==> config.mk <==
export PLATFORM = sky130hd
export DESIGN_NAME = baud_timer
export DESIGN_NICKNAME = d
export VERILOG_FILES = /design/src/baud_timer.sv
export SDC_FILE = /design/constraint.sdc
export NUM_CORES = 1
export LEC_CHECK = 0
export BUFFER_PORTS_ARGS = -buffer_cell sky130_fd_sc_hd__buf_2
export CAP_MARGIN = 10
export CORE_AREA = 5 5 42 44
export CTS_CLUSTER_DIAMETER = 100
export DETAILED_ROUTE_END_ITERATION = 10
export DIE_AREA = 0 0 47 49
export PLACE_DENSITY_LB_ADDON = 0.3
export SLEW_MARGIN = 20
export SYNTH_ARGS = -nofsm -noshare
export SYNTH_HDL_FRONTEND = slang
export SYNTH_SLANG_ARGS = --single-unit
==> constraint.sdc <==
create_clock -name clk -period 3.1 [get_ports clk]
set_clock_uncertainty 0.15 [all_clocks]
set_input_delay 0.62 -clock clk [delete_from_list [all_inputs] [get_ports clk]]
set_output_delay 0.62 -clock clk [all_outputs]
set_load 0.02 [all_outputs]
==> src/baud_timer.sv <==
// bit-period timer shared by the uart transmitter and receiver
// restart reloads a full or half period, run lets it count and tick
`timescale 1ns/1ps
`default_nettype none

module baud_timer #(
  parameter int unsigned ClocksPerBit = 8
) (
  input wire clk,
  input wire rst_n,
  input wire run,
  input wire restart,
  input wire half,
  output logic tick
);

  localparam int unsigned CountWidth = $clog2(ClocksPerBit + 1);
  localparam logic [CountWidth-1:0] FullReload = CountWidth'(ClocksPerBit - 1);
  localparam logic [CountWidth-1:0] HalfReload = CountWidth'(ClocksPerBit / 2 - 1);

  logic [CountWidth-1:0] count;

  always_ff @(posedge clk) begin
    if (!rst_n) begin
      count <= '0;
      tick <= 1'b0;
    end else begin
      tick <= 1'b0;
      if (restart) begin
        // half period lands the first tick in the middle of a start bit
        count <= half ? HalfReload : FullReload;
      end else if (run) begin
        if (count == '0) begin
          tick <= 1'b1;
          count <= FullReload;
        end else begin
          count <= count - 1'b1;
        end
      end
    end
  end

endmodule

`default_nettype wire

== Yosys cells after proc, flatten, opt, wreduce, memory -nomap -nowiden ==
Cells that the tools add are included.
Storage, ports and cells
  bits in registers: 5
  bits of input ports: 5
  output and inout bits: 1
Cells by class
  add/sub/neg operators: 1
  mux-type cells: 5
  bitwise operators: 2
  reductions and logical operators: 3
Operator list (number)
  $mux W4: 3
  $logic_not A4 Y1: 1
  $sub A4 B1 Y4 const B: 1
  $mux W3: 1
  $reduce_or A3 Y1: 1
  $not A1 Y1: 2
  $reduce_bool A2 Y1: 1
  $mux W1: 1

== Logic depth before layout (Yosys ltp) ==
  depth in word-level cells: 4
  mapped depth: 4
  mapped depth without buffers: 4

== Least setup slack after synthesis ==
Ideal clock, no wire load.
  kind: reg-to-reg
  from: reg count[0]
  to: reg count[3]
  setup time: 72 ps
  arrival: 1198 ps
  required time: 2878 ps
  setup slack: 1681 ps
  stages on the path, launching flop included: 5
  path buffers: 0
  period minus slack after synthesis: 1419 ps
  cells stage by stage: dfxtp_1 -> inv_1 -> ha_1 -> or4b_1 -> mux2i_1
On the way
  word-level cells in the longest chain between the ends: 4
Ends and longest elaborated chain
  start: declaration: line 21  | logic [CountWidth-1:0] count;
  start signal: assignment: line 31  | count <= half ? HalfReload : FullReload;
  start signal: assignment: line 35  | count <= FullReload;
  start signal: assignment: line 37  | count <= count - 1'b1;
  $sub A4 B1 Y4 / $logic_not A4 Y1 (equally long branches): line 37, 33
  $mux W4 (*): line 33  | if (count == '0) begin
  $mux W4 (*): line 32  | end else if (run) begin
  $mux W4 (*): line 29  | if (restart) begin
Mark *: on every way between the ends. The rest lies on a longest branch, timed or not. The select of a mux whose other input is x is not followed.
A chain may end at the register's enable or synchronous reset.

== Worst setup path in the final report ==
Ends and elaborated chain as after synthesis.

==> run_results.csv <==
group,metric,value,unit
status,status,"completed",
clocking,clkSinkCount,5,
layout,antennaDiodeCount,0,
floorplanning,dieWidth,47,um
floorplanning,core,1400,sq um
setup_path,slowest_delay,500,ps
yosys,yosysSeqAreaShare,0.408,
clocking,clk_path_buf_depth,2,
worst_hold_path,holdPathStages,1,
floorplanning,dieArea,2300,sq um
layout,drive_above_1_share,0.313,
clocking,clock_latency,240,ps
timing,rsz0062_at_grt,"false",
floorplanning,row_count,14,
timing,worstMarginPinSlew,367,ps
setup_path,cp.required,3120,ps
power_and_ir_drop,p_int,129,uW
power_and_ir_drop,p_comb_frac,0.128,
setup_path,start_kind,"flop",
clocking,post_cts_buffers,0,
clocking,postCtsHoldBufs,0,
global_route,grt_usage,0.0536,
clocking,cts_htree_levels,1,
setup_path,worstPathMaxFanout,4,
flow_run,drv_cap,0,
power_and_ir_drop,power_frac_clock,0.446,
detailed_routing,drt_wl_total,439,um
setup_path,reg2regPathDepth,4,
detailed_routing,avgViaCountPerCell,4.10,
setup_path,critPathCaptureType,"flop",
clocking,clk_pin_slew_worst_paths,40,ps
floorplanning,pin_count,6,
worst_hold_path,hold_class,"flop to flop",
global_route,grtUsageMet1,0.0683,
global_route,grt_pass1_vias,197,
layout,syn_to_final_growth,29.1,%
global_route,grt_max_degree,9,
timing,tns,0,ps
setup_path,critical_path_cell_count,4,
setup_path,setup.worst_path.class,"flop to flop",
layout,postLayoutCoreUtil,0.226,
timing,fmax,0.667,GHz
timing,hold_violations,0,
detailed_routing,dr.pass1.iters,2,
detailed_routing,vias,197,
power_and_ir_drop,p_leak,0.128,nW
layout,layout_common_cells,"5 x dfxtp_1, 5 x buf_2, 3 x clkbuf_4, 2 x inv_1, 2 x nor2b_1",
layout,layout.cells.non_filler,48,
setup_path,path_delay_family,"simple AND/OR/NAND/NOR gates",
yosys,syn-num-nets,29,
floorplanning,initial_utilization,0.175,
timing,fin_crit_sh,0.484,
global_route,top_usage_layer,"met3",
place,port_buffers,5,
detailed_routing,wl_per_cell,9.15,um
yosys,avgSynthCellArea,10.7,sq um
yosys,synth_seq_cells,5,
yosys,synth_top_area_share,0.408,
power_and_ir_drop,pwr_density_cell,533,nW/um^2
global_route,gr-total-overflow,0,
setup_path,cp.arrival,1520,ps
power_and_ir_drop,switching_share,0.233,
setup_path,crit_slowest_cell,"or4b_1",
global_route,grt_pass1_wl,807,um
layout,final_nets,39,
detailed_routing,drc,0,
power_and_ir_drop,peakVddDrop,196,uV
place,place_hpwl,329,um
yosys,synth_top_area_cell,"dfxtp_1",
timing,setup-violations-final,0,
global_route,met3_usage,0.0738,
timing,finalMaxSlewViolations,0,
yosys,synthTopCellsByArea,"dfxtp_1 41%, ha_1 5.1%, nor2b_1 5.1%",
detailed_routing,drt_iter0_markers,1,
global_route,antenna_found_initial,0,
place,dp.cells,44,
global_route,grt_use_met2,0.0498,
layout,fillers,159,
timing,period_needed,1500,ps
power_and_ir_drop,switching_power,39.4,uW
place,gp_congestion,0.718,
setup_path,cp_num_buf_inv,1,
yosys,synth_cells,23,
power_and_ir_drop,seq_power_share,0.427,
yosys,yosys_warnings,0,
setup_path,cp_cell_sequence,"inv_1 > ha_1 > or4b_1 > mux2i_1",
yosys,syn_area,245,sq um
floorplanning,die_h,49,um
clocking,cts_buffers,3,
clocking,cts_resized,0,
clocking,cts_tree,"yes",
timing,max_slew_margin,0.752,
yosys,synth.distinct_cells,17,
clocking,cts-root-buf,"clkbuf_4",
setup_path,r2r_slack,1600,ps
detailed_routing,postRouteAntennaNets,0,
==> worst reg2reg max path, stage by stage, from the launching register on <==
cell,delay [ps]
dfxtp_1,360
inv_1,60
ha_1,230
or4b_1,500
mux2i_1,130
==> power groups by stage <==
stage | sequential (mW) | combinational [mW] | clock [mW]
after floorplan | 0.0728 | 0.0139 | 0
after global routing | 0.0722 | 0.0247 | 0.0866
after global placement | 0.0729 | 0.0214 | 0
after detailed placement | 0.0730 | 0.0216 | 0
after CTS | 0.0719 | 0.0218 | 0.0792
final | 0.0720 | 0.0215 | 0.0752
==> through the flow <==
stage | instance area [sq um] | setup slack (ps) | total power [mW] | hold slack [ps]
after floorplan | 245 | 1680 | 0.0866 | 261
after global placement | 290 | 1520 | 0.0943 | 286
after detailed placement | 290 | 1520 | 0.0946 | 279
after CTS | 317 | 1590 | 0.173 | 282
after global routing | 317 | 1500 | 0.183 | 341
final | 317 | 1600 | 0.169 | 286
==> final timing paths <==
kind,start,to
setup / recovery,count[0],count[3]
hold / removal,count[3],tick
setup reg to reg,count[0],count[3]
hold reg to reg,count[3],tick
==> kinds of logic (layout without fill, tap and decap cells) <==
family,count (synthesis),after routing,share of synthesized area
AO/OA/AOI/OAI,3,3,0.107
flip-flops,5,5,0.408
buffers and inverters,2,11,0.0306
adder cells (fa/ha/maj),1,1,0.0510
AND/OR/NAND/NOR,10,10,0.327
multiplexers,1,1,0.0408
XOR/XNOR,1,1,0.0357
==> flip-flops by register name (all words and copies together), names as in the netlist <==
| signal | count |
|---|---|
| tick | 1 |
| count | 4 |
==> final cells by class <==
cell class | instances | area (sq um) | area share
Sequential cell | 5 | 100 | 0.316
Multi-Input combinational cell | 16 | 138 | 0.435
Tap cell | 16 | 20.0 | 0.0632
Clock buffer | 4 | 26.3 | 0.0830
Timing Repair Buffer | 5 | 25.0 | 0.0791
Inverter | 2 | 7.51 | 0.0237
==> metal layers <==
| metal | vias up | wire length (um) |
|---|---|---|
| li1 | 103 | - |
| met1 | 85 | 219 |
| met2 | 9 | 146 |
| met3 | 0 | 74 |
| met4 | 0 | 0 |
| met5 | - | 0 |
==> synth_stat cells (all sizes together) <==
| master | instances |
|---|---|
| o21a | 1 |
| inv | 2 |
| nand4b | 1 |
| nand3b | 1 |
| ha | 1 |
| nand4bb | 1 |
| and4 | 1 |
| nor3b | 1 |
| a211o | 1 |
| mux2i | 1 |
| nor4b | 1 |
| o31a | 1 |
| nand2 | 1 |
| dfxtp | 5 |
| nor2b | 2 |
| xor2 | 1 |
| or4b | 1 |
Note: power is estimated with default switching activity, not from simulation.
