**config.mk**
```make
export PLATFORM = sky130hd
export DESIGN_NAME = uart_rx
export DESIGN_NICKNAME = d
export VERILOG_FILES = /design/src/ramio_pkg.sv /design/src/uart_rx.sv
export SDC_FILE = /design/constraint.sdc
export NUM_CORES = 1
export LEC_CHECK = 0
export BUFFER_PORTS_ARGS = -buffer_cell sky130_fd_sc_hd__buf_2
export CAP_MARGIN = 20
export CORE_MARGIN = 8
export CORE_UTILIZATION = 51
export DETAILED_ROUTE_END_ITERATION = 8
export PLACE_DENSITY = 0.72
export SYNTH_ARGS = -nofsm -noshare
export SYNTH_HDL_FRONTEND = slang
export SYNTH_SLANG_ARGS = --single-unit
export TNS_END_PERCENT = 10
```
**constraint.sdc**
```tcl
create_clock -name clk -period 1.89 [get_ports clk]
set_clock_uncertainty 0.15 [all_clocks]
set_input_delay 0.2835 -clock clk [delete_from_list [all_inputs] [get_ports clk]]
set_output_delay 0.2835 -clock clk [all_outputs]
set_load 0.03 [all_outputs]
```
**src/ramio_pkg.sv**
```systemverilog
// shared types, access codes and i/o addresses for the memory-mapped i/o bridge
// every other file refers to these by scoped name, ramio_pkg::name
`default_nettype none

package ramio_pkg;

  // client side vectors
  typedef logic [31:0] addr_t;
  typedef logic [31:0] data_t;
  typedef logic [7:0] byte_t;
  typedef logic [3:0] byte_en_t;

  // bit 2 flags sign extension, low bits give the access size
  typedef logic [2:0] read_type_t;
  typedef logic [1:0] write_type_t;

  // access size codes, shared by write_type and read_type[1:0]
  localparam write_type_t SizeNone = 2'b00;
  localparam write_type_t SizeByte = 2'b01;
  localparam write_type_t SizeHalf = 2'b10;
  localparam write_type_t SizeWord = 2'b11;

  // i/o register map at the top of the address space
  localparam addr_t AddrLed = 32'hffff_fffc;
  localparam addr_t AddrUartOut = 32'hffff_fff8;
  localparam addr_t AddrUartIn = 32'hffff_fff4;

  // uart state machines
  typedef enum logic [1:0] {TxIdle, TxStart, TxData, TxStop} tx_state_t;
  typedef enum logic [1:0] {RxIdle, RxStart, RxData, RxStop} rx_state_t;

endpackage

`default_nettype wire

```
**src/uart_rx.sv**
```systemverilog
// uart receiver, 8 data bits lsb first, one stop bit, no parity
// samples each bit in its middle using a half-period restart of the baud timer
// rx_valid holds a good byte until rx_ack
`timescale 1ns/1ps
`default_nettype none

module uart_rx (
  input wire clk,
  input wire rst_n,
  input wire uart_rx,
  input wire rx_ack,
  output logic rx_valid,
  output ramio_pkg::byte_t rx_data,
  input wire tick,
  output logic restart,
  output logic half,
  output logic run
);

  ramio_pkg::rx_state_t state;
  ramio_pkg::byte_t shift;
  logic [2:0] bit_cnt;
  logic rx_meta;
  logic rx_sync;
  logic rx_prev;
  logic frame_ok;

  // falling edge of the line in idle marks a possible start bit
  assign restart = (state == ramio_pkg::RxIdle) && rx_prev && !rx_sync;
  // only the start bit needs the half period
  assign half = (state == ramio_pkg::RxIdle);
  assign run = (state != ramio_pkg::RxIdle);
  assign frame_ok = (state == ramio_pkg::RxStop) && tick && rx_sync;

  // data bits shift in from the top, so lsb ends up in bit 0
  always_ff @(posedge clk) begin
    if (tick && state == ramio_pkg::RxData) begin
      shift <= {rx_sync, shift[7:1]};
    end
    if (frame_ok) begin
      rx_data <= shift;
    end
  end

  always_ff @(posedge clk) begin
    if (!rst_n) begin
      rx_meta <= 1'b1;
      rx_sync <= 1'b1;
      rx_prev <= 1'b1;
      state <= ramio_pkg::RxIdle;
      bit_cnt <= '0;
      rx_valid <= 1'b0;
    end else begin
      // two-stage synchronizer plus one stage for edge detect
      rx_meta <= uart_rx;
      rx_sync <= rx_meta;
      rx_prev <= rx_sync;

      // a new frame wins over an ack in the same cycle
      if (frame_ok) begin
        rx_valid <= 1'b1;
      end else if (rx_ack) begin
        rx_valid <= 1'b0;
      end

      case (state)
        ramio_pkg::RxIdle: begin
          if (restart) begin
            state <= ramio_pkg::RxStart;
          end
        end
        ramio_pkg::RxStart: begin
          if (tick) begin
            // still low at mid-bit, else it was a glitch
            if (!rx_sync) begin
              bit_cnt <= '0;
              state <= ramio_pkg::RxData;
            end else begin
              state <= ramio_pkg::RxIdle;
            end
          end
        end
        ramio_pkg::RxData: begin
          if (tick) begin
            bit_cnt <= bit_cnt + 1'b1;
            if (bit_cnt == 3'd7) begin
              state <= ramio_pkg::RxStop;
            end
          end
        end
        ramio_pkg::RxStop: begin
          // bad stop bit drops the frame
          if (tick) begin
            state <= ramio_pkg::RxIdle;
          end
        end
        default: state <= ramio_pkg::RxIdle;
      endcase
    end
  end

endmodule

`default_nettype wire

```
-- After elaboration in Yosys (flattened, before gate mapping)
Index checks and enable logic that the tools add are counted.
Widths: inputs -> output; s select.
- add/sub/neg operators: 1
- multipliers: 0
- div/mod/pow operators: 0
- magnitude comparators: 0
- eq/ne operators: 10
- shift-type cells: 0
- mux-type cells: 13
- bitwise gates (word level): 0
- reduce and logical (&&, ||, !) cells: 12
- operator list (cell ; count):
    $mux 2 ; 6
    $ne 2x2->1 const B ; 5
    $mux 3 ; 3
    $pmux 2 s4 ; 1
    $pmux 3 s2 ; 1
    $reduce_bool 2->1 ; 3
    $logic_and 1x1->1 ; 5
    $reduce_and 5->1 ; 1
    $eq 2x2->1 const B ; 2
    $reduce_and 4->1 ; 1
    $add 3x1->3 const B ; 1
    $eq 3x3->1 const B ; 1
    $eq 2x1->1 const B ; 1
    $logic_not 2->1 ; 1
    $mux 1 ; 2
    $ne 2x1->1 const B ; 1
    $logic_not 1->1 ; 1
- register bits after elaboration: 25
- latch bits: 0
- bits in writable memories: 0
- ROM bits: 0
- bits of input ports: 5
- output and inout port bits: 12
- logic and storage cells: 44
- memories kept: 0

-- Longest topological paths before layout
- word-level depth: 5
- mapped depth: 4
- gate-level depth less buffers: 4

-- Worst setup path after synthesis
Ideal clock, no wire load.
- path kind: flip-flop to output port
- start: register state[0]
- end: output restart
- arrival time: 1017 ps
- data required time: 1456 ps
- slack: 439 ps
- cell stages (with the launch flop): 3
- buffers on the path: 0
- path through: dfxtp_1 -> or2_4 -> nor3b_4
- longest elaborated chain between the ends: 3
- ends and longest elaborated chain (element ; line ; source):
    start: declaration ; uart_rx.sv:20 ; ramio_pkg::rx_state_t state;
    start signal: assignment ; uart_rx.sv:50 ; state <= ramio_pkg::RxIdle;
    start signal: assignment ; uart_rx.sv:69 ; state <= ramio_pkg::RxStart;
    start signal: assignment ; uart_rx.sv:77 ; state <= ramio_pkg::RxData;
    $logic_not 2->1 ; uart_rx.sv:29 ; assign restart = (state == ramio_pkg::RxIdle) && rx_prev && !rx_sync;
    $logic_and 1x1->1 (2 in series) ; uart_rx.sv:29 ;
    end: declaration ; uart_rx.sv:15 ; output logic restart,
Every way passes these cells.

==> flow_summary.toml <==
[cts]
root_buffer = "clkbuf_4"
clock_tree.buffer_depth = 2
cts_made_buffers = 3
clock_sinks = 25
cts_max_level = 1
post-cts-setup-buffer-count = 0
clkLatencyLatePin_ns = 0.30
tritoncts = "built"
cts.reportedPaths.clkPinSlew_ns = 0.12

[sta]
clock.fmax_ghz = 0.553
tightest_slew_ns = 0.226
final.setup.worst_slack_ns = 0.0806
period_needed_ns = 1.81
setup_total_negative_slack_ns = 0
timing.slew.headroom_pct = 84.9
final_max_slew_viol_count = 0
finalHoldViolations = 0
rsz0062_at_grt = "no"
final_min_period_over_clock_period_pct = 95.7
setup_viol = 0

[worst_setup_path]
worst-endpoint-required_ns = 1.46
timing.critical_path.from_type = "flip-flop"
crit_path_max_fanout = 11
worst-setup-path-type = "reg -> out"
critical_path_arrival_ns = 1.38
r2r_slack_ns = 0.44
type_of_destination_of_the_critical_path = "output pin"

[final_layout]
synthToLayoutAreaGrowth_pct = 15.7
number_of_inserted_diodes = 0
share_of_the_core_filled_with_cells_pct = 61.0
drive_gt1_share_pct = 32.1
post_layout_inst_area_um2 = 1030
post_layout_net_count = 86

[global_route]
grt_first_pass_wirelength_mm = 2.21
initial_antenna_violation_count = 0
grtUsageTotal_pct = 8.76
grt_start_max_net_pins = 14
globalRouteOverflowTotal = 0
number_of_global_route_vias_before_repair = 467

[logic_synthesis]
post_synth_instance_area_um2 = 891
yosysTopAreaCell = "edfxtp_1"
synth_most_common_cell = "edfxtp_1"
synth_top_flop_cell = "edfxtp_1"
postSynthRegisterBits = 25
yosysWarnings = 0
synthesis.instances = 58
synth.yosys.seq_area_share_pct = 74.2
syn_avg_cell_area_um2 = 15.4
synth_top_cell_area_share_pct = 53.9
synth_async_sr_flop_share_pct = 0
synth.top_cells.by_count = "edfxtp_1 (16), dfxtp_1 (9), inv_1 (3), nand2b_1 (3), nand3b_1 (3)"
synth_cell_types = 24
synth_enable_flop_cells = 16
synth_area_leaders = "edfxtp_1 (54%), dfxtp_1 (20%), ha_1 (2.8%)"
postSynthNetCount = 65

[route]
drc = 0
drt-wirelength-per-cell_um = 14.3
drtAntennaViolNets = 0
viasPerCell = 5.25
drt_iter0_markers = 11
vias = 499
route.final.wire_length_mm = 1.36
drtPass1Iterations = 3

[floorplan]
core_region_area_um2 = 1690
die-area_um2 = 3340
row_count = 15
io-pin-count = 17
fp.dieH_um = 57.8
chipWidth_um = 57.8
initial_utilization_pct = 52.7

[placed_design]
post-place-ws_ns = 0.335
hpwl_um = 970
place.port_buffers = 16
placedInstanceArea_um2 = 987
place_congestion = 0.695

[pwr]
vdd.ir_drop.worst_mv = 0.538
power_leakage_nw = 0.399
power_density_over_the_cells_nw_per_um2 = 817

[flow_run]
max_cap_viol_count = 0

[worst_hold_path]
min-delay-path-class = "in -> reg"

[outcome]
result_of_the_run = "finished clean"
-- routing by layer --
metal / part of all wire [%] / vias to the layer above / global-route usage [%]
met1: 44 / 229 / 9.71
met5: 0 / - / 0
met4: 2.5 / 0 / 6.29
met3: 5.4 / 4 / 3.09
met2: 48 / 12 / 13.7
li1: - / 254 / -
-- power by group --
part / switching [mW] / internal, mW
clock: 0.141 / 0.0823
sequential: 0.00441 / 0.578
combinational: 0.0202 / 0.0160
total: 0.166 / 0.676
-- state kept, by name (all words and copies together) (netlist names), named ones only --
register / count
rx_data: 8
state: 1
shift: 8
rx_sync: 1
rx_prev: 1
bit_cnt: 3
rx_meta: 1
rx_valid: 1
-- stage by stage --
step,hold WS [ns],power (mW),instances
5_1_grt,0.0809,0.876,95
3_5_place_dp,0.256,0.628,90
3_3_place_gp,0.252,0.627,90
4_1_cts,0.0675,0.848,95
6_report,0.0718,0.842,95
2_1_floorplan,0.207,0.615,58
-- final cells by class --
| type | count | area [um^2] |
|---|---|---|
| Sequential cell | 25 | 662 |
| Fill cell | 134 | 658 |
| Multi-Input combinational cell | 29 | 214 |
| Timing Repair Buffer | 17 | 96.3 |
| Clock buffer | 4 | 26.3 |
| Tap cell | 17 | 21.3 |
| Inverter | 3 | 11.3 |
-- repair_timing --
action / in CTS / in global routing
endpoints found under the setup margin: 1 / 1
resized for setup: 1 / 2
gates cloned: 0 / 0
endpoints found under the hold margin: 1 / 0
pin swaps: 0 / 0
hold buffers: 1 / 0
-- worst paths after layout --
| check | startpoint | to | depth (start not counted) |
|---|---|---|---|
| worst max-delay path | flip-flop | restart | 3 |
| worst min-delay path | rst_n | rx_sync$_SDFF_PN1_ | 2 |
| worst min register to register | shift[0]$_DFFE_PP_ | rx_data[0]$_DFFE_PP_ | 0 |
| worst max register to register | bit_cnt[0]$_SDFFE_PN0P_ | state[0]$_SDFFE_PN0P_ | 4 |
-- kinds of logic (layout without fill, tap and decap cells) --
family	Yosys count	in the layout	share of synthesized area (%)
and+or+nand+nor	19	19	15.0
AOI/OAI and AO/OA	8	8	6.18
adders and majority gates	2	2	2.81
DFF	25	25	74.2
buffers and inverters	4	24	1.83
-- critical path: stages (launching register included) --
cell	delay [ns]
dfxtp_2	0.39
or2_4	0.28
nor3b_4	0.24
buf_6	0.16
-- cell usage in the layout, fill, tap and decap left out --
cell	n
a211oi_1	1
a21oi_1	2
a31oi_1	1
and2_1	1
and2_4	1
and3_1	1
and4_2	1
buf_2	15
buf_6	1
clkbuf_1	1
clkbuf_4	3
dfxtp_1	8
dfxtp_2	1
dlygate4sd3_1	1
edfxtp_1	16
ha_1	2
inv_1	3
nand2_1	2
nand2b_1	3
nand3_1	2
nand3b_1	3
nor2_1	2
nor2b_2	1
nor3b_4	1
o21a_1	1
o21ai_0	1
o311a_1	1
o32ai_1	1
or2_4	1
(Power assumes the default switching activity.)
