--- src/ramio_pkg.sv ---
// shared types, access codes and i/o addresses for the memory-mapped i/o bridge
// every other file refers to these by scoped name, ramio_pkg::name
`default_nettype none

package ramio_pkg;

  // client side vectors
  typedef logic [31:0] addr_t;
  typedef logic [31:0] data_t;
  typedef logic [7:0] byte_t;
  typedef logic [3:0] byte_en_t;

  // bit 2 flags sign extension, low bits give the access size
  typedef logic [2:0] read_type_t;
  typedef logic [1:0] write_type_t;

  // access size codes, shared by write_type and read_type[1:0]
  localparam write_type_t SizeNone = 2'b00;
  localparam write_type_t SizeByte = 2'b01;
  localparam write_type_t SizeHalf = 2'b10;
  localparam write_type_t SizeWord = 2'b11;

  // i/o register map at the top of the address space
  localparam addr_t AddrLed = 32'hffff_fffc;
  localparam addr_t AddrUartOut = 32'hffff_fff8;
  localparam addr_t AddrUartIn = 32'hffff_fff4;

  // uart state machines
  typedef enum logic [1:0] {TxIdle, TxStart, TxData, TxStop} tx_state_t;
  typedef enum logic [1:0] {RxIdle, RxStart, RxData, RxStop} rx_state_t;

endpackage

`default_nettype wire

--- src/uart_tx.sv ---
// uart transmitter, 8 data bits lsb first, one stop bit, no parity
// a rising tx_go in idle latches tx_data and starts the frame
// tx_busy stays high until the stop bit has been sent
`timescale 1ns/1ps
`default_nettype none

module uart_tx (
  input wire clk,
  input wire rst_n,
  input wire tx_go,
  input wire ramio_pkg::byte_t tx_data,
  output logic tx_busy,
  input wire tick,
  output logic restart,
  output logic run,
  output logic uart_tx
);

  ramio_pkg::tx_state_t state;
  ramio_pkg::byte_t shift;
  logic [2:0] bit_cnt;
  logic go_q;

  // tx_go is held high across the whole frame, so start on its rising edge only
  assign restart = (state == ramio_pkg::TxIdle) && tx_go && !go_q;
  assign run = (state != ramio_pkg::TxIdle);
  assign tx_busy = (state != ramio_pkg::TxIdle);

  // frame payload, bit 0 is always the next bit on the line
  always_ff @(posedge clk) begin
    if (restart) begin
      shift <= tx_data;
    end else if (tick && (state == ramio_pkg::TxStart || state == ramio_pkg::TxData)) begin
      shift <= shift >> 1;
    end
  end

  always_ff @(posedge clk) begin
    if (!rst_n) begin
      state <= ramio_pkg::TxIdle;
      bit_cnt <= '0;
      go_q <= 1'b0;
      uart_tx <= 1'b1;
    end else begin
      go_q <= tx_go;
      case (state)
        ramio_pkg::TxIdle: begin
          if (restart) begin
            uart_tx <= 1'b0;  // start bit
            state <= ramio_pkg::TxStart;
          end
        end
        ramio_pkg::TxStart: begin
          if (tick) begin
            uart_tx <= shift[0];
            bit_cnt <= '0;
            state <= ramio_pkg::TxData;
          end
        end
        ramio_pkg::TxData: begin
          if (tick) begin
            if (bit_cnt == 3'd7) begin
              uart_tx <= 1'b1;  // stop bit
              state <= ramio_pkg::TxStop;
            end else begin
              uart_tx <= shift[0];
              bit_cnt <= bit_cnt + 1'b1;
            end
          end
        end
        ramio_pkg::TxStop: begin
          // line already high, so idle just follows
          if (tick) begin
            state <= ramio_pkg::TxIdle;
          end
        end
        default: state <= ramio_pkg::TxIdle;
      endcase
    end
  end

endmodule

`default_nettype wire

--- config.mk ---
export PLATFORM = sky130hd
export DESIGN_NAME = uart_tx
export DESIGN_NICKNAME = d
export VERILOG_FILES = /design/src/ramio_pkg.sv /design/src/uart_tx.sv
export SDC_FILE = /design/constraint.sdc
export NUM_CORES = 1
export LEC_CHECK = 0
export ABC_AREA = 1
export BUFFER_PORTS_ARGS = -buffer_cell sky130_fd_sc_hd__buf_4
export CAP_MARGIN = 20
export CORE_MARGIN = 5
export CORE_UTILIZATION = 40
export DETAILED_ROUTE_END_ITERATION = 12
export GPL_ROUTABILITY_DRIVEN = 0
export GPL_TIMING_DRIVEN = 0
export HOLD_SLACK_MARGIN = 0.05
export MAX_ROUTING_LAYER = met4
export PLACE_DENSITY_LB_ADDON = 0.12
export SLEW_MARGIN = 20
export SYNTH_ARGS = -nofsm -noshare
export SYNTH_HDL_FRONTEND = slang
export SYNTH_SLANG_ARGS = --single-unit
export TNS_END_PERCENT = 1
--- constraint.sdc ---
create_clock -name clk -period 1.85 [get_ports clk]
set_input_delay 0.0925 -clock clk [delete_from_list [all_inputs] [get_ports clk]]
set_output_delay 0.0925 -clock clk [all_outputs]
set_load 0.01 [all_outputs]
# Word level (Yosys, flattened, before mapping)
# Index checks and enable logic that the tools add are counted.
dict set report word_totals {
  elab_cells 46
  regBits 15
  inputBits 12
}
dict set report op_classes {
  reduce_logical 13
  eq_ne 10
  muxes 17
  n_addsub 1
}
# cell n
set op_table {}
lappend op_table {{two-way mux 8 bit} 2}
lappend op_table {{two-way mux 2 bit} 5}
lappend op_table {{!= test 2 bit (second input constant)} 5}
lappend op_table {{two-way mux 3 bit} 3}
lappend op_table {{case mux 2 bit (4 select lines)} 1}
lappend op_table {{AND reduction 4 bit} 2}
lappend op_table {{case mux 3 bit (2 select lines)} 1}
lappend op_table {{nonzero test 2 bit} 3}
lappend op_table {{AND reduction 5 bit} 1}
lappend op_table {{equality test 2 bit (second input constant)} 2}
lappend op_table {{two-way mux 1 bit} 4}
lappend op_table {{adder 3 x 1 -> 3 bit (second input constant)} 1}
lappend op_table {{equality test 3 bit (second input constant)} 1}
lappend op_table {{logical AND 1 bit} 3}
lappend op_table {{case mux 1 bit (3 select lines)} 1}
lappend op_table {{nonzero test 3 bit} 1}
lappend op_table {{equality test 2 x 1 -> 1 bit (second input constant)} 1}
lappend op_table {{logical NOT 2 bit} 1}
lappend op_table {{!= test 2 x 1 -> 1 bit (second input constant)} 1}
lappend op_table {{logical NOT 1 bit} 1}
lappend op_table {{logical OR 1 bit} 1}

# Logic depth before layout (Yosys ltp)
dict set report depth {
  ltp_word 5
  mapped_depth 10
  depth_no_buf 10
}

# Worst setup path before layout
# Ideal clock, no wire load.
dict set report synth_path {
  path_type {register -> register}
  start {register state[0]}
  end {register shift[0] (enable)}
  t_required_ns 1.466
  setup_time_ns 0.384
  period_less_slack_ns 1.739
  path_buffers 0
  arrival_ns 1.355
  path_slack_ns 0.111
  path_stages_with_launch 5
  path_cell_list {dfxtp_1 -> inv_1 -> ha_1 -> inv_1 -> o21ai_0}
}
dict set report synth_via {
  elab_chain_len 4
}
# item line
set synth_lines {}
lappend synth_lines {{from (decl)} uart_tx.sv:19} ;# ramio_pkg::tx_state_t state;
lappend synth_lines {{from (signal assigned)} uart_tx.sv:40} ;# state <= ramio_pkg::TxIdle;
lappend synth_lines {{from (signal assigned)} uart_tx.sv:50} ;# state <= ramio_pkg::TxStart;
lappend synth_lines {{from (signal assigned)} uart_tx.sv:57} ;# state <= ramio_pkg::TxData;
lappend synth_lines {{equality test 2 x 1 -> 1 bit (tied with other cells)} uart_tx.sv:33} ;# end else if (tick && (state == ramio_pkg::TxStart || state == ramio_pkg::TxData)) begin
lappend synth_lines {{logical OR 1 bit / logical AND 1 bit (equally long branches)} {uart_tx.sv:33, uart_tx.sv:25}}
lappend synth_lines {{logical AND 1 bit, on equally long branches} {uart_tx.sv:33, uart_tx.sv:25}}
lappend synth_lines {{nonzero test 2 bit (no source line) *} n/a}
lappend synth_lines {{to (signal assigned)} uart_tx.sv:32} ;# shift <= tx_data;
lappend synth_lines {{to (signal assigned)} uart_tx.sv:34} ;# shift <= shift >> 1;
lappend synth_lines {{to (decl)} uart_tx.sv:20} ;# ramio_pkg::byte_t shift;
# Every way passes the cells marked *; elsewhere a longest branch is shown, timed or not.
# A chain may end at the register's enable or synchronous reset.

# Final worst setup path
dict set report layout_path {
  start {register state[1]}
  end {output restart}
}
dict set report layout_via {
  elab_chain_len 3
}
# item line
set layout_lines {}
lappend layout_lines {{logical NOT 2 bit} uart_tx.sv:25} ;# assign restart = (state == ramio_pkg::TxIdle) && tx_go && !go_q;
lappend layout_lines {{logical AND 1 bit (2 in series)} uart_tx.sv:25}
lappend layout_lines {{to (decl)} uart_tx.sv:14} ;# output logic restart,
# No other way between the ends.

==> results.md <==
- Outcome: finished clean
- Leakage power: 0.535 nW
- Initial antenna violation count: 0
- Hold EP: shift[4]
- Worst Setup End Kind: output pin
- Global-route usage over all layers: 11.7%
- Residual DRC count: 0
- Largest family of logic cells by synthesized area: simple AND/OR/NAND/NOR gates
- Clock insertion delay at the later pin of the skew report: 0.29 ns
- Clock Tree Buf Depth: 2
- Required time of the critical path: 1.76 ns
- Die area: 0.00316 mm^2
- Fin. max-slew vios: 0
- Global-route wire length before repair: 2.78 mm
- GR Overflow Total: 0
- Total Power: 1.52 mW
- Final-report setup violation count: 0
- Adder-cell share of the synthesized area: 8.77%
- Synth Area in XOR/XNOR: 0%
- Buffers on Ports: 15
- PwrDens: 1430 mW/mm^2
- Sinks on Clock Net: 15
- Ys Warns: 0
- Cells after DPL: 148
- Sequential share of the synthesized area: 44.4%
- Crit path DAT: 1.55 ns
- Fin Clk Skew: 0.0116 ns
- Worst r2r path cells: 4
- Final min period: 1.64 ns
- Startpoint Class: flip-flop
- Synth Area in Simple Gates: 31.7%
- Compound-Gate Fraction of Synth Area: 5.41%
- First DRT Iteration DRCs: 12
- Final ANT Viol Nets: 0
- Die W: 56.3 um
- # nets final: 147
- H-tree levels: 1
- Slew headroom: 71.1%
- Avg Inst Size Synth: 8.07 um^2
- FF-to-FF setup slack: 0.31 ns
- Worst-path clk slew: 0.10 ns
- Router iterations before antenna repair: 4
- CTS buffer count: 3
- Crit path cell chain: inv_1 -> ha_1 -> nand3_4 -> inv_2 -> buf_4
- Peak VDD IR: 0.689 mV
- Top Ports: 16
- Initial Util: 42.8%
- Endpoints failing hold: 0
- Hold Crit Depth: 3
- Dpl hpwl: 1.17 mm
- Cell count after synthesis: 106
- Final Cycle Share: 88.9%
- Largest net degree at the start of global routing: 11
- Vias post-DR: 687
- Non-Filler Instances: 155
- Pin slew with the least headroom to its limit: 0.434 ns
- Worst min path class: in -> reg
- Max Clk Rate: 608 MHz
- CP max-delay cell: dfxtp_1
- Max FO, Critical Path: 10
- Mapped Area: 856 um^2
- Worst reg2reg path endpoint: shift[3]
- Number of library cell types mapped by synthesis: 18
- Post-synthesis net count: 124
- Max_cap viols: 0
- RSZ-0062 raised after global routing: no
- FF-to-FF Start: state[0]
- CTS root buffer: clkbuf_4
- Wirelength per Cell: 10.1 um
- Core ar.: 0.00200 mm^2
- Largest stage delay, worst path: 0.34 ns
- Via density: 4.43
- Share of cells above drive strength 1: 25.8%
- Total Wirelength: 1.57 mm
- Syn-to-layout area delta: 24.1%
- Post-synthesis mux area share: 0%
- Most common cell after layout, fill and taps aside: nand2_1
- Most frequent cells in the layout: 39 x nand2_1, 16 x inv_1, 16 x buf_4
- Vias in the first global route: 641
- # diodes: 0
- Origin of the worst min-delay path: tx_data[4]
- Standard-cell rows: 16
- Die height: 56.3 um
- Number of synthesized register bits: 15
- CTS tree: built
- Critical path class: reg -> out
state kept, by name (all words and copies together), names as in the netlist:
name and cells:
state 2, uart_tx 1, shift 8, bit_cnt 3, go_q 1
power by group:
group          internal [mW]  switching [mW]  leakage (nW)  total [mW]
clock                 0.0838           0.112        0.0150       0.196
sequential             0.514          0.0489         0.135       0.563
combinational          0.302           0.455         0.385       0.758
synthesized netlist by cell type:
library cell / count / area (um^2)
o21ai_0: 1 / 5.00
nor2_2: 2 / 12.5
nand3_4: 2 / 35.0
a21oi_1: 4 / 20.0
o21ai_1: 1 / 5.00
buf_4: 1 / 7.51
nand2_1: 39 / 146
nand3_2: 2 / 20.0
nand2_4: 1 / 11.3
o21ai_4: 1 / 16.3
nand3_1: 2 / 10.0
nand2_2: 1 / 6.26
inv_2: 4 / 15.0
nor2_1: 8 / 30.0
dfxtp_1: 7 / 140
ha_1: 6 / 75.1
inv_1: 16 / 60.1
edfxtp_1: 8 / 240
metal layers:
layer	up-vias	global-route usage (%)	share of wire [%]
met2	19	18.9	49
met1	299	13.8	43
met3	5	3.67	5.9
li1	364	-	-
met5	-	-	0
met4	0	4.07	1.7
repair_timing:
action	CTS	global route
endpoints found under the hold margin	3	0
gates resized for setup	0	1
setup endpoints to repair	0	8
hold buffers	3	0
buffers inserted	0	0
worst max path at each step:
| stage | cells after the start | from | slack, ns | endpoint |
|---|---|---|---|---|
| final | 5 | state[1] | 0.21 | restart |
| after detailed placement | 4 | state[0] | 0.1 | shift[3] |
| after global routing | 5 | state[1] | 0.05 | restart |
| after global placement | 4 | state[0] | -0.24 | shift[3] |
| after CTS | 4 | state[0] | 0.06 | shift[3] |
| after floorplan | 4 | state[0] | 0.11 | shift[0] |
logic make-up after synthesis:
| family | after synthesis |
|---|---|
| adder cells (fa/ha/maj) | 6 |
| AND/OR/NAND/NOR | 57 |
| AO/OA/AOI/OAI | 7 |
| flip-flops | 15 |
| buffers and inverters | 21 |
layout make-up:
class | count | area [um^2]
Multi-Input combinational cell | 70 | 397
Sequential cell | 15 | 380
Timing Repair Buffer | 18 | 143
Inverter | 20 | 75.1
Tap cell | 27 | 33.8
Fill cell | 213 | 940
Buffer | 1 | 7.51
Clock buffer | 4 | 26.3
stage by stage:
step	hold WS [ns]	utilization [%]	area [um^2]	setup TNS, ns	setup slack (ns)
detailed placement	0.328	50.1	1000	0	0.0960
finish	0.0681	53.1	1060	0	0.205
global placement	0.322	50.1	1000	-1.90	-0.238
CTS	0.0578	52.9	1060	0	0.0632
floorplan	0.177	-	856	0	0.111
global route	0.0574	53.1	1060	0	0.0503
critical path: cells and delay by family, from the launching register on:
family / cells / cell delay [ns]
fa+ha+maj: 1 / 0.33
buf+inv: 3 / 0.40
flops: 1 / 0.34
simple gates: 1 / 0.19
Note: power is estimated with default switching activity, not from simulation.
