--- config.mk ---
export PLATFORM = sky130hd
export DESIGN_NAME = ramio
export DESIGN_NICKNAME = d
export VERILOG_FILES = /design/src/ramio_pkg.sv /design/src/ramio.sv
export SDC_FILE = /design/constraint.sdc
export NUM_CORES = 1
export LEC_CHECK = 0
export ABC_AREA = 0
export CORE_ASPECT_RATIO = 0.7
export CORE_MARGIN = 4
export CORE_UTILIZATION = 55
export CTS_BUF_LIST = sky130_fd_sc_hd__clkbuf_16
export DETAILED_ROUTE_END_ITERATION = 16
export DONT_BUFFER_PORTS = 1
export PLACE_DENSITY = 0.79
export SYNTH_ARGS = -nofsm -noshare
export SYNTH_HDL_FRONTEND = slang
export SYNTH_SLANG_ARGS = --single-unit
--- constraint.sdc ---
create_clock -name clk -period 1.79 [get_ports clk]
set_input_delay 0.179 -clock clk [delete_from_list [all_inputs] [get_ports clk]]
set_output_delay 0.179 -clock clk [all_outputs]
set_load 0.05 [all_outputs]
--- src/ramio_pkg.sv ---
// shared types, access codes and i/o addresses for the memory-mapped i/o bridge
// every other file refers to these by scoped name, ramio_pkg::name
`default_nettype none

package ramio_pkg;

  // client side vectors
  typedef logic [31:0] addr_t;
  typedef logic [31:0] data_t;
  typedef logic [7:0] byte_t;
  typedef logic [3:0] byte_en_t;

  // bit 2 flags sign extension, low bits give the access size
  typedef logic [2:0] read_type_t;
  typedef logic [1:0] write_type_t;

  // access size codes, shared by write_type and read_type[1:0]
  localparam write_type_t SizeNone = 2'b00;
  localparam write_type_t SizeByte = 2'b01;
  localparam write_type_t SizeHalf = 2'b10;
  localparam write_type_t SizeWord = 2'b11;

  // i/o register map at the top of the address space
  localparam addr_t AddrLed = 32'hffff_fffc;
  localparam addr_t AddrUartOut = 32'hffff_fff8;
  localparam addr_t AddrUartIn = 32'hffff_fff4;

  // uart state machines
  typedef enum logic [1:0] {TxIdle, TxStart, TxData, TxStop} tx_state_t;
  typedef enum logic [1:0] {RxIdle, RxStart, RxData, RxStop} rx_state_t;

endpackage

`default_nettype wire

--- src/ramio.sv ---
// access bridge between a client and the word ram, leds and uart registers
// typed writes become byte-enabled word writes, reads are lane selected and extended
// i/o accesses complete in the same cycle, ram accesses one cycle later
`timescale 1ns/1ps
`default_nettype none

module ramio #(
  parameter int unsigned RamAddressBitWidth = 10
) (
  input wire clk,
  input wire rst_n,
  input wire enable,
  input wire ramio_pkg::read_type_t read_type,
  input wire ramio_pkg::write_type_t write_type,
  input wire ramio_pkg::addr_t address,
  input wire ramio_pkg::data_t data_in,
  output ramio_pkg::data_t data_out,
  output logic data_out_ready,
  output logic busy,
  output logic [3:0] led,
  output logic ram_en,
  output logic [RamAddressBitWidth-1:0] ram_addr,
  output ramio_pkg::data_t ram_wdata,
  output ramio_pkg::byte_en_t ram_be,
  input wire ramio_pkg::data_t ram_rdata,
  input wire ram_ready,
  input wire ram_busy,
  output logic tx_go,
  output ramio_pkg::byte_t tx_data,
  input wire tx_busy,
  input wire rx_valid,
  input wire ramio_pkg::byte_t rx_data,
  output logic rx_ack
);

  logic sel_led;
  logic sel_tx;
  logic sel_rx;
  logic is_io;
  logic is_read;
  logic is_write;
  logic tx_go_prev;
  ramio_pkg::data_t tx_shadow;  // all ones while idle
  ramio_pkg::data_t rx_shadow;  // all ones while empty

  // address decode
  assign sel_led = (address == ramio_pkg::AddrLed);
  assign sel_tx = (address == ramio_pkg::AddrUartOut);
  assign sel_rx = (address == ramio_pkg::AddrUartIn);
  assign is_io = sel_led || sel_tx || sel_rx;
  assign is_read = enable && (read_type != '0);
  assign is_write = enable && (write_type != ramio_pkg::SizeNone);

  // handshake, i/o answers at once, ram forwards its own flags
  assign data_out_ready = enable && (is_io || ram_ready);
  assign busy = enable && !is_io && ram_busy;

  assign ram_en = enable && !is_io;
  assign ram_addr = address[RamAddressBitWidth+1:2];
  assign tx_data = tx_shadow[7:0];

  // write lane steering
  always_comb begin
    ram_be = '0;
    ram_wdata = '0;
    case (write_type)
      ramio_pkg::SizeByte: begin
        ram_be = ramio_pkg::byte_en_t'(4'b0001 << address[1:0]);
        ram_wdata = ramio_pkg::data_t'(data_in[7:0]) << (8 * address[1:0]);
      end
      ramio_pkg::SizeHalf: begin
        // odd half-word address writes nothing
        if (!address[0]) begin
          ram_be = address[1] ? 4'b1100 : 4'b0011;
          ram_wdata = ramio_pkg::data_t'(data_in[15:0]) << (16 * address[1]);
        end
      end
      ramio_pkg::SizeWord: begin
        ram_be = 4'b1111;
        ram_wdata = data_in;
      end
      default: ;
    endcase
  end

  // read lane select and extension
  always_comb begin
    ramio_pkg::byte_t lane_byte;
    logic [15:0] lane_half;
    lane_byte = ram_rdata[8*address[1:0] +: 8];
    lane_half = address[1] ? ram_rdata[31:16] : ram_rdata[15:0];
    data_out = '0;
    if (is_read) begin
      if (sel_led) begin
        data_out = {28'hfff_ffff, led};
      end else if (sel_tx) begin
        data_out = tx_shadow;
      end else if (sel_rx) begin
        data_out = rx_shadow;
      end else begin
        case (read_type[1:0])
          ramio_pkg::SizeByte: begin
            data_out = read_type[2] ? {{24{lane_byte[7]}}, lane_byte} : {24'h0, lane_byte};
          end
          ramio_pkg::SizeHalf: begin
            // misaligned half word reads 0
            if (!address[0]) begin
              data_out = read_type[2] ? {{16{lane_half[15]}}, lane_half} : {16'h0, lane_half};
            end
          end
          ramio_pkg::SizeWord: data_out = ram_rdata;
          default: ;
        endcase
      end
    end
  end

  always_ff @(posedge clk) begin
    if (!rst_n) begin
      led <= 4'b1111;  // active low, all off
      tx_shadow <= '1;
      tx_go <= 1'b0;
      tx_go_prev <= 1'b0;
      rx_shadow <= '1;
      rx_ack <= 1'b0;
    end else begin
      tx_go_prev <= 1'b0;
      rx_ack <= 1'b0;

      if (is_write && sel_led) begin
        led <= data_in[3:0];
      end

      // uart out, hold tx_go until the transmitter reports done
      // tx_busy lags tx_go by a cycle, so skip the first cycle
      if (is_write && sel_tx) begin
        tx_shadow <= {24'h0, data_in[7:0]};
        tx_go <= 1'b1;
        tx_go_prev <= 1'b1;
      end else if (tx_go && !tx_busy && !tx_go_prev) begin
        tx_go <= 1'b0;
        tx_shadow <= '1;
      end

      // uart in, a read empties the register
      // an arriving byte waits a cycle if it collides with the read
      if (is_read && sel_rx) begin
        rx_shadow <= '1;
      end else if (rx_valid && !rx_ack) begin
        rx_shadow <= {24'h0, rx_data};  // overwrites an unread byte
        rx_ack <= 1'b1;
      end
    end
  end

endmodule

`default_nettype wire

==> summary.md, run 1 <==
| Metric | Value |
|---|---|
| Die Ht | ~70 um |
| Post-synth top area cell | dfxtp_1 |
| IO Port Bufs | 0 |
| Top Ports | 211 |
| Post-synth EDFFs | 0 |
| Sequential area share after synthesis | 17.1% |
| Dominant cells by area after synthesis | dfxtp_1, a21oi_1, nand2_1 |
| Error | [ERROR DPL-0033] detailed placement checks failed during check placement. |
| Die width | 95.2 um |
| Post-DP HPWL | 15.7 mm |
| Post-synthesis cell type count | 48 |
| Post-synth net total | 553 |
| Initial Util | ~59% |
| Status | aborted with a tool error |
| Synth Instances | 437 |
| Stage reached | 3_5_place_dp |
| RePlAce Congestion | a little under 1 |
| Synth Flop Type | dfxtp_1 |
| Synthesis Warnings | 0 |
| Seq cells post-synth | 25 |
| Mapped Avg Cell Area | 6.71 um2 |
| Ys async rst share | 0% |
| Top-area cell type share of the netlist area | 17.1% |
| Synthesized cell area | 2930 um2 |
| Row count | 21 |
per-stage QoR:
step | cells | hold slack [ns]
after global placement | 576 | 0.243
after floorplan | 437 | 0.303
cells in the mapped netlist, types with 2 or more instances:
cell / instances
a21o_1: 5
a21oi_1: 49
a221o_1: 3
a221oi_1: 6
a222oi_1: 8
a22o_1: 8
a22oi_1: 13
a2bb2oi_1: 4
and2_1: 14
and3_1: 21
and3b_1: 2
buf_1: 4
buf_2: 4
buf_4: 19
buf_6: 3
clkbuf_1: 23
dfxtp_1: 25
inv_1: 12
mux2_2: 3
mux2i_1: 11
nand2_1: 58
nand2b_1: 6
nand3_1: 9
nand4_1: 8
nor2_1: 27
nor2b_1: 9
nor3_1: 14
nor4_4: 2
o21ai_0: 30
o21ai_1: 10
o221ai_1: 2
o22ai_1: 2
o31ai_1: 2
or3_1: 6
xnor2_1: 2
cells by family after synthesis:
family	share of synthesized area [%]
multiplexers	5.68
XOR/XNOR	0.598
AND/OR/NAND/NOR	31.9
flip-flops	17.1
AO/OA/AOI/OAI	32.9
buffers and inverters	11.8
==> run 2, diff against run 1 <==
==> config.mk (replaced) <==
export PLATFORM = sky130hd
export DESIGN_NAME = ramio
export DESIGN_NICKNAME = d
export VERILOG_FILES = /design/src/ramio_pkg.sv /design/src/ramio.sv
export SDC_FILE = /design/constraint.sdc
export NUM_CORES = 1
export LEC_CHECK = 0
export ABC_AREA = 0
export CORE_MARGIN = 4
export CORE_UTILIZATION = 40
export DETAILED_ROUTE_END_ITERATION = 16
export DONT_BUFFER_PORTS = 1
export PLACE_DENSITY_LB_ADDON = 0.15
export SYNTH_ARGS = -nofsm -noshare
export SYNTH_HDL_FRONTEND = slang
export SYNTH_SLANG_ARGS = --single-unit
==> constraint.sdc (replaced) <==
create_clock -name clk -period 2.35 [get_ports clk]
set_input_delay 0.235 -clock clk [delete_from_list [all_inputs] [get_ports clk]]
set_output_delay 0.235 -clock clk [all_outputs]
set_load 0.05 [all_outputs]
==> run 2 against run 1 <==
Net effect:
- the run now ends clean
- synthesized cell count is the same
- area after synthesis is the same
==> summary.md, run 2 <==
| Metric | Value |
|---|---|
| Final setup viols | 0 |
| Post-synthesis cell type count | 48 |
| Logic pwr share | 48.9% |
| Post-synth top area cell | dfxtp_1 |
| Top Ports | 211 |
| Post-synth net total | ~550 |
| Die Ht | around 94 um |
| FILL cells | between 700 and 800 |
| Worst min path class | in -> reg |
| Layout cells sized above 1 | roughly 21% |
| Req. time, crit path | 2.12 ns |
| Critical R2R Capture | tx_shadow[0] |
| Final Cycle Share | 92.9% |
| Post-synth EDFFs | 0 |
| Post-DP HPWL | between 9 and 10 mm |
| Sequential area share after synthesis | 17.1% |
| Post_cts resized | 0 |
| Synthesized cell area | 2930 um2 |
| Clock share of power | 18.5% |
| Reg power frac | 32.6% |
| Hold Buf Count CTS | 0 |
| CTS Root Cell | clkbuf_8 |
| Row count | 30 |
| Drt wl/cell | ~21 um |
| H-Tree Depth | 1 |
| Most common cell in the synthesized netlist | nand2_1 |
| FF-to-FF path depth | 4 |
| Max-cap viol count | 0 |
| Final Skew | between 0.001 and 0.0015 ns |
| Top-area cell type share of the netlist area | about 17% |
| CTS tree | built |
| Area after DPL | 3570 um2 |
| Sum Neg Setup Slack | 0 ns |
| RePlAce Congestion | 0.851 |
| Total Nets Final | between 500 and 600 |
| Worst hold slack | between 0.02 and 0.025 ns |
| Hold Path Depth | 1 |
| DR pass1 iterations | 5 |
| Initial Util | 42.2% |
| # diodes | 0 |
| Vias in the first global route | 3,186 |
| Crit. Startpoint | address[26] |
| Ys async rst share | 0% |
| Vias per Instance | just over 6 |
| Skew-Pair Late Insertion Delay | 0.27 ns |
| Setup crit end | data_out[3] |
| Final setup margin | around 0.17 ns |
| Synth cell count leaders | nand2_1, a21oi_1, o21ai_0, nor2_1, dfxtp_1 |
| DIE AREA | 8760 um2 |
| Finished Cell Area | 3610 um2 |
| Arr. time, crit path | 1.95 ns |
| DRT antenna net count | 0 |
| Critical path class | in -> out |
| Final slew viol count | 0 |
| Launching point of the worst reg2reg path | tx_go |
| Total routed wirelength | ~11 mm |
| Clk sinks | 25 |
| Largest net degree at the start of global routing | 32 |
| Flop-to-flop setup slack | slightly below 1 ns |
| Placement Setup Slack | 0.158 ns |
| RSZ-0062 raised after global routing | false |
| First DRT Iteration DRCs | 176 |
| Register area | 500 um2 |
| CP Launch Type | primary input |
| Tot GR Track Use | 24.5% |
| DRC viols | 0 |
| First-pass GRT wire length | ~17 mm |
| Via count | 3,370 |
| Mapped Avg Cell Area | approximately 6.7 um2 |
| Synth Flop Type | dfxtp_1 |
| Status | finished, final reports clean |
| Measured slew at the worst slew-check pin | 0.593 ns |
| Setup crit end kind | primary output |
| Total power | 1.37 mW |
| Core area | 6940 um2 |
| Tmin final | 2.18 ns |
| Total grt overflow | 0 |
| Dominant cells by area after synthesis | dfxtp_1, a21oi_1, nand2_1 |
| Power Density | 380 nW/um2 |
| Most common cell after layout, fill and taps aside | buf_4 |
| Largest regs | rx_shadow: 9 flops, tx_shadow: 9 flops, led: 4 flops |
| Seq cells post-synth | 25 |
| Clk buf depth | 2 |
| Synth Instances | 437 |
| P_int | a little under 0.8 mW |
| Setup Buffers After CTS | 0 |
| Die width | 93.6 um |
| Sw Pwr | 0.587 mW |
| Peak VDD IR | roughly 0.35 mV |
| Clock slew at reported path FFs | approximately 0.090 ns |
| Slew HR | 60.4% |
| Most frequent cells in the layout | buf_4, nand2_1, a21oi_1 |
| Fmax | 0.458 GHz |
| CP max FO | 10 |
| Leakage | 1.56 nW |
| Switching share of power | 42.7% |
| Synthesis Warnings | 0 |
| IO Port Bufs | 0 |
| Area of the multi-input gates | around 2200 um2 |
| P&R area growth vs syn | 23.4% |
| Antenna violations before repair | 0 |
| Endpoints failing hold | 0 |
| CTS Buf Count | 3 |
[run 2: cell counts after synthesis]
Identical to the previous run, type by type.
[run 2: stage by stage]
| step | cells | util [%] |
|---|---|---|
| floorplan | 437 | - |
| global placement | 554 | 51.4 |
| detailed placement | 554 | 51.4 |
| CTS | 558 | 52.1 |
| global route | 558 | 52.1 |
| finish | 558 | 52.1 |
[run 2: worst min path at each step]
| stage | startpoint | end | slack [ns] |
|---|---|---|---|
| 3_5_place_dp | rst_n | led[3] | 0.30 |
| 3_3_place_gp | rst_n | led[2] | 0.30 |
| 2_1_floorplan | rx_data[4] | rx_shadow[4] | 0.36 |
| 4_1_cts | rst_n | led[3] | 0.01 |
| 6_report | rst_n | led[3] | 0.02 |
| 5_1_grt | rst_n | led[3] | 0.01 |
[run 2: final cells by class]
class | instances | share of cell area, %
flip-flops and latches | 25 | 13.8
repair buffers | 74 | 20.2
inverters | 13 | 1.35
well taps | 96 | 3.32
clock buffers | 3 | 1.14
clock inverters | 1 | 0.208
multi-input cells | 346 | 59.9
[run 2: layer usage]
layer	track usage (%)	share of wire, %	vias up
met2	42.1	49	150
met3	5.95	8.6	14
li1	-	-	1625
met5	0	0	-
met1	31.2	41	1581
met4	4.57	1.1	0
[run 2: cells by family (layout without fill, tap and decap cells)]
logic type,Yosys count,in the layout,share of synthesized area [%]
buffers and inverters,66,91,11.8
XOR/XNOR,2,2,0.598
AND/OR/NAND/NOR,180,180,31.9
flip-flops,25,25,17.1
AO/OA/AOI/OAI,149,149,32.9
multiplexers,15,15,5.68
[run 2: worst max-delay path: stages]
cell and delay (ns):
nand4_1 0.18, nor4_4 0.49, nand2_4 0.14, or3_1 0.45
a221oi_4 0.28, buf_12 0.17
[run 2: power groups by stage]
stage | Sequential [mW] | Clock [mW] | Combinational, mW
detailed placement | 0.458 | 0 | 0.672
CTS | 0.449 | 0.264 | 0.674
global route | 0.450 | 0.278 | 0.712
floorplan | 0.455 | 0 | 0.577
global placement | 0.458 | 0 | 0.666
finish | 0.449 | 0.254 | 0.672
Power figures use the tool's default switching activity.
==> run 3, diff against run 2 <==
--- a/config.mk
+++ b/config.mk
@@ -6,6 +6,7 @@
 export NUM_CORES = 1
 export LEC_CHECK = 0
 export ABC_AREA = 0
+export CAP_MARGIN = 20
 export CORE_MARGIN = 4
 export CORE_UTILIZATION = 40
 export DETAILED_ROUTE_END_ITERATION = 16
==> constraint.sdc (replaced) <==
create_clock -name clk -period 1.8 [get_ports clk]
set_input_delay 0.18 -clock clk [delete_from_list [all_inputs] [get_ports clk]]
set_output_delay 0.18 -clock clk [all_outputs]
set_load 0.05 [all_outputs]
==> run 3 against run 2 <==
Net effect:
- the flow now finishes with violations (setup timing)
- sequential cell count unchanged
- via count grew 14%
- non-clock buffer count rose by 56
- clock power is 28% higher
==> summary.md, run 3 (synthesized netlist as in run 2, its figures left out) <==
| Metric | Value |
|---|---|
| Status | finished with violations |
| Setup crit end kind | primary output |
| P_int | 1.24 mW |
| Sw Pwr | approximately 0.9 mW |
| Endpoints failing hold | 0 |
| Power Density | 414 nW/um2 |
| Area after DPL | 4960 um2 |
| Placed insts | 603 |
| Vias in the first global route | 3,749 |
| CTS Buf Count | 3 |
| Sum Neg Setup Slack | -2.54 ns |
| Clock share of power | 15.3% |
| P&R area growth vs syn | 76.1% |
| Die Ht | 93.6 um |
| Final setup viols | 32 |
| H-Tree Depth | 1 |
| DRC viols | 0 |
| Core area | 6940 um2 |
| CP max FO | 5 |
| Reg power frac | about 27% |
| Measured slew at the worst slew-check pin | ~0.8 ns |
| Peak VDD IR | 0.511 mV |
| Final Skew | approximately 0.0016 ns |
| Final setup margin | -0.152 ns |
| Layout cells sized above 1 | 43.4% |
| DRT antenna net count | 0 |
| Worst hold slack | 0.0419 ns |
| RePlAce Congestion | 0.888 |
| IO Port Bufs | 0 |
| Failing checks | setup timing |
| Tmin final | 1.95 ns |
| Max-cap viol count | 0 |
| Total Nets Final | 636 |
| Row count | 30 |
| Die width | 93.6 um |
| FILL cells | 520 |
| Antenna violations before repair | 0 |
| RSZ-0062 raised after global routing | true |
| Req. time, crit path | roughly 1.6 ns |
| Slew HR | 46.7% |
| Logic pwr share | 57.5% |
| First DRT Iteration DRCs | 192 |
| Placement Setup Slack | -0.167 ns |
| Drt wl/cell | 21.6 um |
| Via count | 3,835 |
| Leakage | 2.08 nW |
| Skew-Pair Late Insertion Delay | 0.27 ns |
| Largest regs | rx_shadow: 9 flops, tx_shadow: 9 flops, led: 4 flops |
| Arr. time, crit path | approximately 1.8 ns |
| Initial Util | 42.2% |
| # diodes | 0 |
| Most common cell after layout, fill and taps aside | buf_4 |
| Total grt overflow | 0 |
| Finished Cell Area | 5160 um2 |
| Worst min path class | in -> reg |
| Fmax | 0.512 GHz |
| CTS Root Cell | clkbuf_8 |
| Vias per Instance | 6.24 |
| Final Cycle Share | 108% |
| Final slew viol count | 0 |
| Clk sinks | 25 |
| DIE AREA | 8760 um2 |
| CP Launch Type | primary input |
| Clk buf depth | 2 |
| Total routed wirelength | 13.3 mm |
| First-pass GRT wire length | just under 20 mm |
| DR pass1 iterations | 6 |
| Critical path class | in -> out |
| Most frequent cells in the layout | buf_4, nand2_1, buf_12 |
| Post-Layout Cell Count | 615 |
| CTS tree | built |
| Switching share of power | 42.0% |
| Largest net degree at the start of global routing | 32 |
| Clock slew at reported path FFs | around 0.080 ns |
| Top Ports | ~210 |
| Post-DP HPWL | 10.4 mm |
| Tot GR Track Use | between 20% and 30% |
[run 3: power groups by stage]
stage                     Sequential, mW  Clock [mW]  Combinational [mW]
after floorplan                    0.594           0               0.897
after global placement             0.593           0                1.18
after detailed placement           0.593           0                1.20
after CTS                          0.581       0.338                1.22
after global routing               0.583       0.363                1.28
final                              0.581       0.326                1.23
[run 3: layout make-up]
| class | instances | area, um2 | share of cell area [%] |
|---|---|---|---|
| clock buffer | 3 | 41.3 | 0.800 |
| clock inverter | 1 | 7.51 | 0.145 |
| inverter | 13 | 48.8 | 0.946 |
| multi-input combinational | 347 | 2820 | 54.7 |
| sequential | 25 | 500 | 9.70 |
| tap | 96 | 120 | 2.33 |
| timing repair buffer | 130 | 1620 | 31.4 |
[run 3: routing by layer]
layer | GRT usage (%) | part of all wire [%] | up-vias
met1 | 33.0 | 36 | 1826
met2 | 52.4 | 52 | 222
met4 | 6.98 | 2.3 | 0
li1 | - | - | 1753
met5 | 0 | 0 | -
met3 | 5.23 | 8.9 | 34
[run 3: path summary, 6_finish.rpt]
| kind | startpoint | end | slack, ns | depth (start not counted) |
|---|---|---|---|---|
| worst min-delay path | rx_data[6] | rx_shadow[6] | 0.04 | 2 |
| worst max register to register | tx_go | tx_shadow[5] | 0.64 | 5 |
| worst max-delay path | address[26] | data_out[0] | -0.15 | 7 |
| worst min register to register | rx_shadow[30] | rx_shadow[30] | 0.45 | 2 |
[run 3: worst max-delay path: stages]
cell and delay [ns]:
nand4_1 0.15, nor4_4 0.33, buf_4 0.19, nand2_4 0.07, or3_4 0.39, a221oi_4 0.27, buf_12 0.18
[run 3: repair_timing]
| item | in CTS | in global routing |
|---|---|---|
| resized for setup | 15 | 7 |
| endpoints found under the setup margin | 43 | 33 |
| pin swaps | 10 | 7 |
| setup buffers | 5 | 1 |
| hold endpoints to repair | 4 | 0 |
| hold buffers | 1 | 0 |
| gates cloned | 1 | 0 |
[run 3: metrics by stage]
| step | utilization, % | total power [mW] |
|---|---|---|
| 2_1_floorplan | - | 1.49 |
| 3_3_place_gp | 71.4 | 1.77 |
| 3_5_place_dp | 71.4 | 1.79 |
| 4_1_cts | 73.7 | 2.14 |
| 5_1_grt | 74.3 | 2.23 |
| 6_report | 74.3 | 2.13 |
